[src/rtl/ray_core_pkg.sv]
// --------------------------------------------------
// shared widths, ray and pixel types and the stage
// state encodings for the ray pipeline core
// imported by wildcard into each design unit
// --------------------------------------------------
`default_nettype none

package ray_core_pkg;

    // --------------------------------------------------
    // widths
    // --------------------------------------------------
    localparam int COORD_W = 10;
    // direction is signed fixed point, 8 fraction bits
    localparam int FIXED_W = 16;
    localparam int FRAC_W  = 8;
    localparam int CHAN_W  = 8;

    typedef logic [COORD_W-1:0] coord_t;
    typedef logic [FIXED_W-1:0] fixed_t;
    typedef logic [CHAN_W-1:0]  chan_t;

    // --------------------------------------------------
    // payloads
    // --------------------------------------------------
    // primary ray as it enters the surface stage
    typedef struct packed {
        coord_t       x;
        coord_t       y;
        fixed_t [2:0] dir;
    } ray_in_t;

    // pixel carried from stage to stage
    typedef struct packed {
        coord_t      x;
        coord_t      y;
        chan_t [2:0] colour;
    } pixel_t;

    // stage state machines
    typedef enum logic [1:0] {
        surf_init,
        surf_working,
        surf_done
    } surf_state_t;

    typedef enum logic {
        relay_init,
        relay_done
    } relay_state_t;

endpackage

`default_nettype wire

[src/rtl/pixel_stream_if.sv]
// --------------------------------------------------
// pixel hand-off between two pipeline stages
// valid is a one-cycle pulse, full is the receiver's
// one-entry buffer state
// --------------------------------------------------
`timescale 1ns/1ps
`default_nettype none

interface pixel_stream_if
    import ray_core_pkg::*;
();

    // pulse from the sender, item moves on this edge
    logic   valid;
    // only meaningful while valid is high
    pixel_t data;
    // receiver buffer occupied
    logic   full;

    modport sender (
        output valid,
        output data,
        input  full
    );

    modport receiver (
        input  valid,
        input  data,
        output full
    );

endinterface

`default_nettype wire

[src/rtl/ray_core.sv]
// --------------------------------------------------
// ray pipeline core, surface -> shadow -> shade
// rays enter on in_valid/in_ray, pixels leave on
// out_valid/out_pixel, out_full stalls the last stage
// --------------------------------------------------
`timescale 1ns/1ps
`default_nettype none

module ray_core
    import ray_core_pkg::*;
#(
    // work cycles per ray in the surface stage
    parameter int SURF_DELAY = 16
) (
    input  wire     clk,
    input  wire     resetn,
    input  logic    in_valid,
    input  ray_in_t in_ray,
    output logic    in_full,
    output logic    out_valid,
    output pixel_t  out_pixel,
    input  logic    out_full
);

    // --------------------------------------------------
    // stage links
    // --------------------------------------------------
    pixel_stream_if surf_to_shadow ();
    pixel_stream_if shadow_to_shade ();

    // --------------------------------------------------
    // stages
    // --------------------------------------------------
    surface_unit #(
        .SURF_DELAY (SURF_DELAY)
    ) u_surface (
        .clk      (clk),
        .resetn   (resetn),
        .in_valid (in_valid),
        .in_ray   (in_ray),
        .in_full  (in_full),
        .out      (surf_to_shadow)
    );

    // middle stage, outputs land on the next link
    relay_stage u_shadow (
        .clk       (clk),
        .resetn    (resetn),
        .in        (surf_to_shadow),
        .out_valid (shadow_to_shade.valid),
        .out_pixel (shadow_to_shade.data),
        .out_full  (shadow_to_shade.full)
    );

    // last stage drives the core outputs
    relay_stage u_shade (
        .clk       (clk),
        .resetn    (resetn),
        .in        (shadow_to_shade),
        .out_valid (out_valid),
        .out_pixel (out_pixel),
        .out_full  (out_full)
    );

endmodule

`default_nettype wire

[src/rtl/relay_stage.sv]
// --------------------------------------------------
// one-entry buffered stage that forwards a pixel as is
// used for both the shadow and the shade stage
// --------------------------------------------------
`timescale 1ns/1ps
`default_nettype none

module relay_stage
    import ray_core_pkg::*;
(
    input  wire                   clk,
    input  wire                   resetn,
    pixel_stream_if.receiver      in,
    output logic                  out_valid,
    output pixel_t                out_pixel,
    input  logic                  out_full
);

    relay_state_t state;
    logic         buf_full;
    pixel_t       buf_pixel;

    logic         take_in;
    logic         move_in;

    assign take_in = in.valid && !buf_full;
    assign move_in = (state == relay_init) && buf_full;

    assign in.full = buf_full;

    // --------------------------------------------------
    // control
    // --------------------------------------------------
    always_ff @(posedge clk or negedge resetn) begin
        if (!resetn) begin
            buf_full  <= 1'b0;
            state     <= relay_init;
            out_valid <= 1'b0;
        end else begin
            out_valid <= 1'b0;

            if (take_in) begin
                buf_full <= 1'b1;
            end

            case (state)
                relay_init: begin
                    if (buf_full) begin
                        buf_full <= 1'b0;
                        state    <= relay_done;
                    end
                end

                relay_done: begin
                    // waits here under back-pressure, buffer may refill
                    if (!out_full) begin
                        out_valid <= 1'b1;
                        state     <= relay_init;
                    end
                end

                default: begin
                    state <= relay_init;
                end
            endcase
        end
    end

    // --------------------------------------------------
    // payload
    // --------------------------------------------------
    always_ff @(posedge clk) begin
        if (take_in) begin
            buf_pixel <= in.data;
        end
        // output register loads as done is entered
        if (move_in) begin
            out_pixel <= buf_pixel;
        end
    end

endmodule

`default_nettype wire

[src/rtl/surface_unit.sv]
// --------------------------------------------------
// surface stage, entry of the ray pipeline
// buffers one ray, spends SURF_DELAY work cycles on it
// and sends the coloured pixel to the shadow stage
// --------------------------------------------------
`timescale 1ns/1ps
`default_nettype none

module surface_unit
    import ray_core_pkg::*;
#(
    parameter int SURF_DELAY = 16
) (
    input  wire                   clk,
    input  wire                   resetn,
    input  logic                  in_valid,
    input  ray_in_t               in_ray,
    output logic                  in_full,
    pixel_stream_if.sender        out
);

    // counter wide enough for SURF_DELAY-1, at least one bit
    localparam int CNT_W = (SURF_DELAY > 1) ? $clog2(SURF_DELAY) : 1;
    localparam logic [CNT_W-1:0] CNT_LAST = CNT_W'(SURF_DELAY - 1);

    surf_state_t      state;
    logic             buf_full;
    logic [CNT_W-1:0] count;

    ray_in_t          buf_ray;
    ray_in_t          work_ray;
    pixel_t           shaded;

    logic             take_in;
    logic             move_in;
    logic             work_end;

    // --------------------------------------------------
    // handshake decodes
    // --------------------------------------------------
    assign take_in  = in_valid && !buf_full;
    assign move_in  = (state == surf_init) && buf_full;
    assign work_end = (state == surf_working) && (count == CNT_LAST);

    assign in_full  = buf_full;

    // integer part of each direction component, low bits kept
    always_comb begin
        shaded.x = work_ray.x;
        shaded.y = work_ray.y;
        for (int i = 0; i < 3; i++) begin
            shaded.colour[i] = chan_t'(work_ray.dir[i] >> FRAC_W);
        end
    end

    // --------------------------------------------------
    // control
    // --------------------------------------------------
    always_ff @(posedge clk or negedge resetn) begin
        if (!resetn) begin
            buf_full  <= 1'b0;
            state     <= surf_init;
            count     <= '0;
            out.valid <= 1'b0;
        end else begin
            out.valid <= 1'b0;

            // buffer only fills when empty
            if (take_in) begin
                buf_full <= 1'b1;
            end

            case (state)
                surf_init: begin
                    if (buf_full) begin
                        buf_full <= 1'b0;
                        count    <= '0;
                        state    <= surf_working;
                    end
                end

                surf_working: begin
                    if (work_end) begin
                        state <= surf_done;
                    end else begin
                        count <= count + 1'b1;
                    end
                end

                surf_done: begin
                    // hold the pixel until shadow has room
                    if (!out.full) begin
                        out.valid <= 1'b1;
                        state     <= surf_init;
                    end
                end

                default: begin
                    state <= surf_init;
                end
            endcase
        end
    end

    // --------------------------------------------------
    // payload
    // --------------------------------------------------
    always_ff @(posedge clk) begin
        if (take_in) begin
            buf_ray <= in_ray;
        end
        if (move_in) begin
            work_ray <= buf_ray;
        end
        // output register loads as done is entered
        if (work_end) begin
            out.data <= shaded;
        end
    end

endmodule

`default_nettype wire

[config.mk]
export PLATFORM = sky130hd
export DESIGN_NAME = ray_core
export DESIGN_NICKNAME = d
export VERILOG_FILES = /design/src/rtl/ray_core_pkg.sv /design/src/rtl/pixel_stream_if.sv /design/src/rtl/ray_core.sv /design/src/rtl/relay_stage.sv /design/src/rtl/surface_unit.sv
export SDC_FILE = /design/constraint.sdc
export NUM_CORES = 1
export LEC_CHECK = 0
export BUFFER_PORTS_ARGS = -buffer_cell sky130_fd_sc_hd__buf_2
export CAP_MARGIN = 20
export CORE_ASPECT_RATIO = 0.7
export CORE_MARGIN = 2
export CORE_UTILIZATION = 50
export DETAILED_ROUTE_END_ITERATION = 12
export GPL_ROUTABILITY_DRIVEN = 0
export PLACE_DENSITY = 0.67
export SLEW_MARGIN = 20
export SYNTH_ARGS = -nofsm -noshare
export SYNTH_HDL_FRONTEND = slang
export SYNTH_SLANG_ARGS = --single-unit
[constraint.sdc]
create_clock -name clk -period 5.8 [get_ports clk]
set_clock_uncertainty 0.15 [all_clocks]
set_input_delay 0.29 -clock clk [delete_from_list [all_inputs] [get_ports clk]]
set_output_delay 0.29 -clock clk [all_outputs]
set_load 0.005 [all_outputs]
After elaboration in Yosys (flattened, before gate mapping):

Cells that the tools add are included.

* bits in registers: 370

* add/sub/neg operators: 1
* muxes and demuxes: 27
* bitwise gates (word level): 2
* reduce and logical (&&, ||, !) cells: 14
* equality and inequality tests: 7

Operators with widths (number)
* $mux W1: 18
* $mux W4: 2
* $pmux W4 S2: 1
* $logic_and A1 B1 Y1: 7
* $mux W2: 3
* $pmux W2 S3: 1
* $reduce_and A3 Y1: 2
* $add A4 B1 Y4 const B: 1
* $eq A4 B4 Y1 const B: 1
* $ne A2 B1 Y1 const B: 2
* $ne A2 B2 Y1 const B: 2
* $pmux W1 S2: 2
* $logic_not A1 Y1: 3
* $eq A2 B1 Y1 const B: 1
* $eq A2 B2 Y1 const B: 1
* $logic_not A2 Y1: 1
* $not A1 Y1: 2
* $reduce_bool A2 Y1: 1

Logic depth before layout (Yosys ltp):

Gate-level depths: netlist (run 1).

* depth in word-level cells: 5
* mapped depth: 4
* depth with buffers taken out: 4

Modules after synthesis:

From an unflattened synthesis (run 1), not the netlist that was laid out.

* cells, all modules: 360
* area total of the unflattened synthesis: 9869.5 um^2

By module, submodules not included
* relay_stage: instances 2, area an instance 2761.4 um^2, cells each 96
* surface_unit: instances 1, area an instance 4346.7 um^2, cells each 168

Worst setup path before layout (run 1):

No wires, ideal clock.

* path type: register to register
* start: register u_surface.count[0]
* end: register, netlist name u_surface.out.data[0]
* cell stages (with the launch flop): 5
* period minus slack after synthesis: 3341 ps
* data arrival time: 2745 ps
* setup time: 445 ps
* path buffers: 0
* required time: 5205 ps
* path slack: 2459 ps
* cells stage by stage: dfrtp_1 ha_1 and3_4 nand2_1 nor2_1

* cells in the longest elaborated chain, start to end: 2

RTL lines
* start: declaration: RTL line surface_unit.sv:28 `logic [CNT_W-1:0] count;`
* start signal: assignment: RTL line surface_unit.sv:86 `count <= count + 1'b1;`
* $eq A4 B4 Y1: RTL line surface_unit.sv:43 `assign work_end = (state == surf_working) && (count == CNT_LAST);`
* $logic_and A1 B1 Y1: RTL line surface_unit.sv:43
* named net u_surface.work_end: RTL line surface_unit.sv:36 `logic work_end;`

The timed path passes the listed nets, and every way through them passes these cells.
A chain may end at the register's enable or synchronous reset.

Worst setup path after layout (run 1):

* start: register u_surface.count[0]
* end: register, netlist name u_surface.out.data[10]

* cells in the longest elaborated chain, start to end: 2

RTL lines (RTL line)
* $eq A4 B4 Y1: surface_unit.sv:43
* $logic_and A1 B1 Y1: surface_unit.sv:43
* named net u_surface.work_end: surface_unit.sv:36

The timed path passes the listed nets, and every way through them passes these cells.

==> results of run 1 <==
-- registers in the layout, summed over array words and instances, names as in the netlist, 2 cells and up --
register and flops:
u_shade.buf_pixel 44, u_shade.out_pixel 44, u_shadow.buf_pixel 44, u_shadow.out_pixel 44, u_surface.buf_ray 44, u_surface.out.data 44, u_surface.shaded 44, u_surface.count 4
u_surface.state 2
-- what timing repair did --
item | 4_1_cts | 5_1_grt
hold buffers | 47 | 0
hold endpoints to repair | 61 | 0
setup buffers | 0 | 0
resized for setup | 0 | 0
-- cell usage after synthesis --
| cell type | n |
|---|---|
| o21bai_1 | 1 |
| nor2b_1 | 7 |
| or3_1 | 1 |
| and2b_1 | 1 |
| nand3_1 | 3 |
| nand4b_1 | 1 |
| a22o_2 | 1 |
| a31oi_1 | 1 |
| nand2_1 | 2 |
| nor3b_1 | 1 |
| nor2_1 | 5 |
| dfrtp_1 | 14 |
| a22o_1 | 1 |
| nand2b_1 | 2 |
| a41oi_1 | 1 |
| a21oi_1 | 3 |
| edfxtp_1 | 308 |
| nand3b_1 | 1 |
| o21ai_0 | 1 |
| ha_1 | 1 |
| nor3_1 | 1 |
| and3_4 | 1 |
| buf_6 | 1 |
| buf_2 | 1 |
| nor4b_1 | 1 |
| a21o_1 | 4 |
-- metal layers --
layer,vias to the layer above,track usage
met5,-,0
met4,0,0.0420
met3,26,0.0328
met2,116,0.162
met1,1686,0.205
li1,1821,-
-- critical path, cell delays in order, from the launching register on --
cell	delay (ns)
dfrtp_1	0.43
ha_1	0.30
and3_4	0.24
nand2_1	0.10
nor2_4	0.48
buf_16	0.25
-- layout make-up --
type                       instances  area, um2
clock buffer                      34        744
tap                              264        330
clock inverter                    18        130
fill                            1265       6920
multi-input combinational         41        317
timing repair buffer             147       1090
sequential                       322       9600
-- cells by family (layout without fill, tap and decap cells) --
| group | count (synthesis) | in the layout |
|---|---|---|
| AND/OR/NAND/NOR | 27 | 27 |
| flip-flops | 322 | 322 |
| buffers and inverters | 2 | 199 |
| adder cells (fa/ha/maj) | 1 | 1 |
| AO/OA/AOI/OAI | 13 | 13 |
-- through the flow --
stage | setup slack, ns | std cells | hold slack, ns | instance area, um2
floorplan | 2.46 | 365 | -0.156 | 9880
global placement | 3.43 | 720 | 0.0559 | 10700
detailed placement | 3.24 | 721 | 0.0804 | 10700
CTS | 3.22 | 820 | 0.0499 | 12100
global route | 3.37 | 826 | 0.0921 | 12200
finish | 3.52 | 826 | 0.0659 | 12200
-- power groups by stage --
stage          Clock, mW  Combinational [mW]  Sequential (mW)
2_1_floorplan          0               0.167             2.92
3_3_place_gp           0               0.218             2.94
3_5_place_dp           0               0.254             2.95
4_1_cts             1.78               0.280             2.91
5_1_grt             1.87               0.327             2.92
6_report            1.74               0.294             2.90
-- cell usage in the layout, fill, tap and decap left out --
master / synthesis / layout
edfxtp_1: 308 / 308
buf_2: 1 / 93
dlygate4sd3_1: 0 / 47
clkbuf_16: 0 / 29
dfrtp_1: 14 / 14
clkinv_2: 0 / 8
clkinv_1: 0 / 8
nor2b_4: 0 / 5
clkbuf_1: 0 / 5
buf_12: 0 / 5
a21o_1: 4 / 4
nor2_1: 5 / 3
a21oi_1: 3 / 3
nand3_1: 3 / 3
nand2_1: 2 / 2
nor2_4: 0 / 2
nor2b_1: 7 / 2
nand2b_1: 2 / 2
bufinv_16: 0 / 2
buf_16: 0 / 2
and3_4: 1 / 1
nor3b_1: 1 / 1
nand4b_1: 1 / 1
and2b_1: 1 / 1
o21bai_1: 1 / 1
a31oi_1: 1 / 1
a22o_2: 1 / 1
a22o_1: 1 / 1
or3_1: 1 / 1
nor4b_1: 1 / 1
a41oi_1: 1 / 1
nor3_1: 1 / 1
nand3b_1: 1 / 1
o21ai_0: 1 / 1
ha_1: 1 / 1
-- how the worst min path moves through the flow --
| stage | endpoint |
|---|---|
| floorplan | u_shade.in.full |
| global placement | u_surface.in_full |
| detailed placement | u_surface.count[1] |
| CTS | u_shadow.in.full |
| global route | u_surface.count[1] |
| finish | u_surface.count[1] |
==> flow_summary.json, run 1 <==
{
  "insertion_delay_ns": 0.53,
  "syn-mean-instance-area_um2": 27.1,
  "synth-xor-area-share": 0,
  "tightest_slew_ns": 0.588,
  "die_x_um": 172,
  "ys_ff_latch": 322,
  "synth_top_area_cell": "edfxtp_1",
  "drt_iter0_markers": 200,
  "syn_inst": 365,
  "relSlewSlack": 0.607,
  "rows": 42,
  "post-route-period-util": 0.392,
  "wl_met1_um": 6520,
  "viasPerCell": 4.42,
  "wl_met2_um": 5260,
  "slew_violations": 0,
  "hpwl_um": 7480,
  "grt_pass1_wl_um": 19600,
  "crit_fanout": 27,
  "pwr-share-clk": 0.352,
  "yosys.area_share.adder": 0.00127,
  "yosysSeqAreaShare": 0.972,
  "clk_pin_slew_ns": 0.06,
  "gr-total-overflow": 0,
  "highest_layer": "met4",
  "period_needed_ns": 2.28,
  "drcViolationCount": 0,
  "cp.required_ns": 5.87,
  "cts_root_buf": "clkbuf_16",
  "setup_violations": 0,
  "synth-simple-area-share": 0.0162,
  "synth_compound_area_frac": 0.00925,
  "firstDrtPassIters": 4,
  "cts_buffers": 28,
  "vias": 3649,
  "coreArea_um2": 19100,
  "first_global_vias": 3608,
  "r2r_slack_ns": 3.52,
  "ctsLongestPathBuffers": 3,
  "ioPinCount": 118,
  "wl_met3_um": 884,
  "io_buffers": 93,
  "die_y_um": 122,
  "synth_cell_types": 26,
  "netlist_area_um2": 9880,
  "crit_path_end_kind": "flop",
  "grt_start_max_net_pins": 46,
  "arrival_ns": 2.35,
  "power.density_nw_per_um2": 404,
  "setup.worst_path.start": "u_surface.count[0]",
  "antenna_found_initial": 0,
  "synth_top_cell_area_share": 0.936,
  "min_path_type": "primary input to asynchronous set/reset pin",
  "final_util": 0.638,
  "drive_above_1_share": 0.263,
  "syn-num-nets": 438,
  "p_total_mw": 4.93,
  "nNetsFinal": 613,
  "detail-route-antenna-nets": 0,
  "syn_to_final_growth_pct": 23.6,
  "worst-r2r-cell-count": 5,
  "cts.sinks": 322,
  "r2r_end": "u_surface.out.data[10]",
  "crit_end": "u_surface.out.data[10]",
  "critPathKind": "flop to flop",
  "tns_ns": 0,
  "yosysWarnings": 0,
  "vdd_drop_max_uv": 213,
  "intPower_mw": 3.93,
  "wl_per_cell_um": 15.7,
  "dieArea_um2": 20900,
  "outcome": "complete, no violations",
  "finalWirelength_um": 12900,
  "cts_tree": "yes",
  "grt_usage": 0.125,
  "fmax_mhz": 440,
  "rsz0062_at_grt": "false",
  "r2r_start": "u_surface.count[0]",
  "synth.area.top_cells": "edfxtp_1 (94%), dfrtp_1 (3.5%), nor2b_1 (0.44%)",
  "finalHoldViolations": 0,
  "synth.area.mux_share": 0,
  "p_sw_frac": 0.203,
  "synth_top_family_by_area": "simple AND/OR/NAND/NOR gates",
  "maxCapViolCount": 0,
  "p_switching_mw": 1.00,
  "p_leak_nw": 4.16,
  "cts.htree.levels": 1,
  "p_comb_frac": 0.060,
  "start_util": 0.516,
  "n_antenna_cell": 0,
  "seq_power_share": 0.588,
  "critPathLaunchType": "flop"
}
(Power assumes the default switching activity.)
==> run 2: changes to the inputs <==
ABC_AREA = 1   (was unset)
clock period = 2.2 ns   (was 5.8 ns; I/O delays follow)
==> run 2 against run 1 <==
  * Die area down 0.41%
  * Highest routed layer unchanged
  * Synthesized cell count up 1.9%
  * Power rose to 2.9 times the previous value
  * Fmax up 34%
  * Critical path type unchanged
==> flow_summary.json, run 2 <==
{
  "critPathKind": "flop to flop",
  "worst-r2r-cell-count": 4,
  "ctsResizeCount": 0,
  "cts.sinks": 322,
  "nNetsFinal": 624,
  "rsz0062_at_grt": "false",
  "synth_top_flop_cell": "edfxtp_1",
  "finalHoldViolations": 0,
  "async_flop_share": 0.0435,
  "drt_iter0_markers": 197,
  "final_area_um2": 12100,
  "synth_edf_count": 308,
  "syn-num-nets": 445,
  "min_path_type": "primary input to flop",
  "layout_common_cells": "edfxtp_1 (308), buf_2 (93), dlygate4sd3_1 (48)",
  "r2r_slack_ns": 0.51,
  "outcome": "complete, no violations",
  "holdPathStages": 3,
  "gr-total-overflow": 0,
  "p_switching_mw": 3.17,
  "post_cts_buffers": 0,
  "hpwl_um": 7890,
  "n_antenna_cell": 0,
  "grt_start_max_net_pins": 46,
  "yosysSeqAreaShare": 0.976,
  "maxCapViolCount": 0,
  "cts_tree": "yes",
  "netlist_area_um2": 9840,
  "arrival_ns": 1.75,
  "cts.htree.levels": 1,
  "power.density_nw_per_um2": 1180,
  "rows": 42,
  "yosysMostFrequentCell": "edfxtp_1",
  "die_x_um": 172,
  "finalWirelength_um": 12700,
  "start_util": 0.516,
  "syn_inst": 372,
  "period_needed_ns": 1.69,
  "syn_to_final_growth_pct": 23.2,
  "ctsLongestPathBuffers": 3,
  "io_buffers": 93,
  "p_sw_frac": 0.222,
  "mostFrequentLayoutCell": "edfxtp_1",
  "slew_violations": 0,
  "fmax_mhz": 590,
  "antenna_found_initial": 0,
  "wl_per_cell_um": 15.2,
  "intPower_mw": 11.1,
  "vias": 3649,
  "synth.area.top_cells": "edfxtp_1 (94%), dfrtp_1 (3.6%), nor2_1 (0.46%)",
  "final_util": 0.635,
  "placed_cell_area_um2": 10800,
  "r2r_start": "u_surface.count[0]",
  "dieArea_um2": 20800,
  "firstDrtPassIters": 4,
  "coreArea_um2": 19100,
  "viasPerCell": 4.36,
  "synth_top_area_cell": "edfxtp_1",
  "crit_fanout": 44,
  "pwr-share-clk": 0.322,
  "synth_cell_types": 17,
  "insertion_delay_ns": 0.52,
  "tns_ns": 0,
  "drive_above_1_share": 0.267,
  "crit_path_end_kind": "flop",
  "r2r_end": "u_surface.out.data[35]",
  "drcViolationCount": 0,
  "critPathLaunchType": "flop",
  "die_y_um": 121,
  "syn-mean-instance-area_um2": 26.4,
  "clk_pin_slew_ns": 0.06,
  "synth_top_cell_area_share": 0.940,
  "first_global_vias": 3674,
  "ioPinCount": 118,
  "tightest_slew_ns": 0.676,
  "grt_pass1_wl_um": 20300,
  "post-route-period-util": 0.770,
  "cp.required_ns": 2.25,
  "holdPathEnd": "u_shade.out_valid",
  "setup_violations": 0,
  "seq_power_share": 0.587,
  "cts_buffers": 29,
  "cts_root_buf": "clkbuf_16",
  "p_leak_nw": 4.16,
  "yosysWarnings": 0,
  "grt_usage": 0.130,
  "p_comb_frac": 0.091,
  "ys_ff_latch": 322,
  "relSlewSlack": 0.548,
  "vdd_drop_max_uv": 573,
  "hold_start": "out_full",
  "detail-route-antenna-nets": 0,
  "synth_commonest_cells": "edfxtp_1 (308), dfrtp_1 (14), nor2_1 (12), inv_1 (10), nand2_1 (7)"
}
## run 2: cell count changes in the layout (fill, tap and decap cells not counted), moves of 4 or more
| cell | before | now |
|---|---|---|
| a21o_1 | 4 | 0 |
| buf_4 | 0 | 5 |
| inv_1 | 0 | 10 |
| nand2_1 | 2 | 7 |
| nor2_4 | 2 | 6 |
| nor2b_4 | 5 | 0 |
## run 2: power groups by stage
stage	Sequential, mW	Clock (mW)	Combinational [mW]
final	8.39	4.60	1.30
after global routing	8.49	4.97	1.46
after CTS	8.40	4.73	1.33
after detailed placement	8.52	0	1.26
after global placement	8.45	0	1.18
after floorplan	8.43	0	0.672
## run 2: cell families after synthesis
| group | count (synthesis) | share of synthesized area |
|---|---|---|
| adders and majority gates | 1 | 0.00127 |
| DFF | 322 | 0.976 |
| and+or+nand+nor | 28 | 0.0130 |
| buffers and inverters | 12 | 0.00458 |
| xor gates and xnor gates | 1 | 0.000890 |
| AOI/OAI and AO/OA | 8 | 0.00458 |
## run 2: repair_timing
action	4_1_cts	5_1_grt
setup endpoints to repair	0	0
hold buffers	48	0
hold endpoints to repair	61	0
## run 2: how the worst max path moves through the flow
stage / startpoint / to / slack, ns / depth (start not counted)
floorplan: u_shadow.in.full / u_shadow.out_pixel[0] / 0.03 / 2
global placement: u_surface.count[0] / u_surface.out.data[39] / 0.61 / 4
detailed placement: u_surface.count[0] / u_surface.out.data[22] / 0.53 / 4
CTS: u_surface.count[0] / u_surface.out.data[22] / 0.51 / 4
global route: u_surface.count[0] / u_surface.out.data[32] / 0.42 / 4
finish: u_surface.count[0] / u_surface.out.data[35] / 0.51 / 4
## run 2: layer usage
metal / track usage / routed length (um) / part of all wire / vias to the layer above
li1: - / - / - / 1824
met4: 0.0381 / 241 / 0.019 / 0
met2: 0.165 / 5050 / 0.40 / 107
met3: 0.0346 / 817 / 0.064 / 20
met1: 0.219 / 6570 / 0.52 / 1698
met5: 0 / 0 / 0 / -
## run 2: metrics by stage
step / hold WS [ns] / cells / worst slack, ns / total power, mW
after floorplan: -0.336 / 372 / 0.0285 / 9.11
after global placement: -0.131 / 736 / 0.607 / 9.63
after detailed placement: -0.116 / 736 / 0.530 / 9.78
after CTS: 0.120 / 836 / 0.508 / 14.5
after global routing: 0.133 / 836 / 0.416 / 14.9
final: 0.142 / 836 / 0.506 / 14.3
## run 2: layout make-up
type | count | area [um2]
inverter | 12 | 45.0
fill | 1275 | 6960
tap | 264 | 330
clock buffer | 36 | 752
multi-input combinational | 38 | 239
timing repair buffer | 148 | 1020
sequential | 322 | 9600
clock inverter | 16 | 128
## run 2: critical path, stage by stage (launching register included)
cell,delay (ns)
dfrtp_1,0.42
ha_1,0.23
nand3_2,0.15
nor2_4,0.17
buf_12,0.23
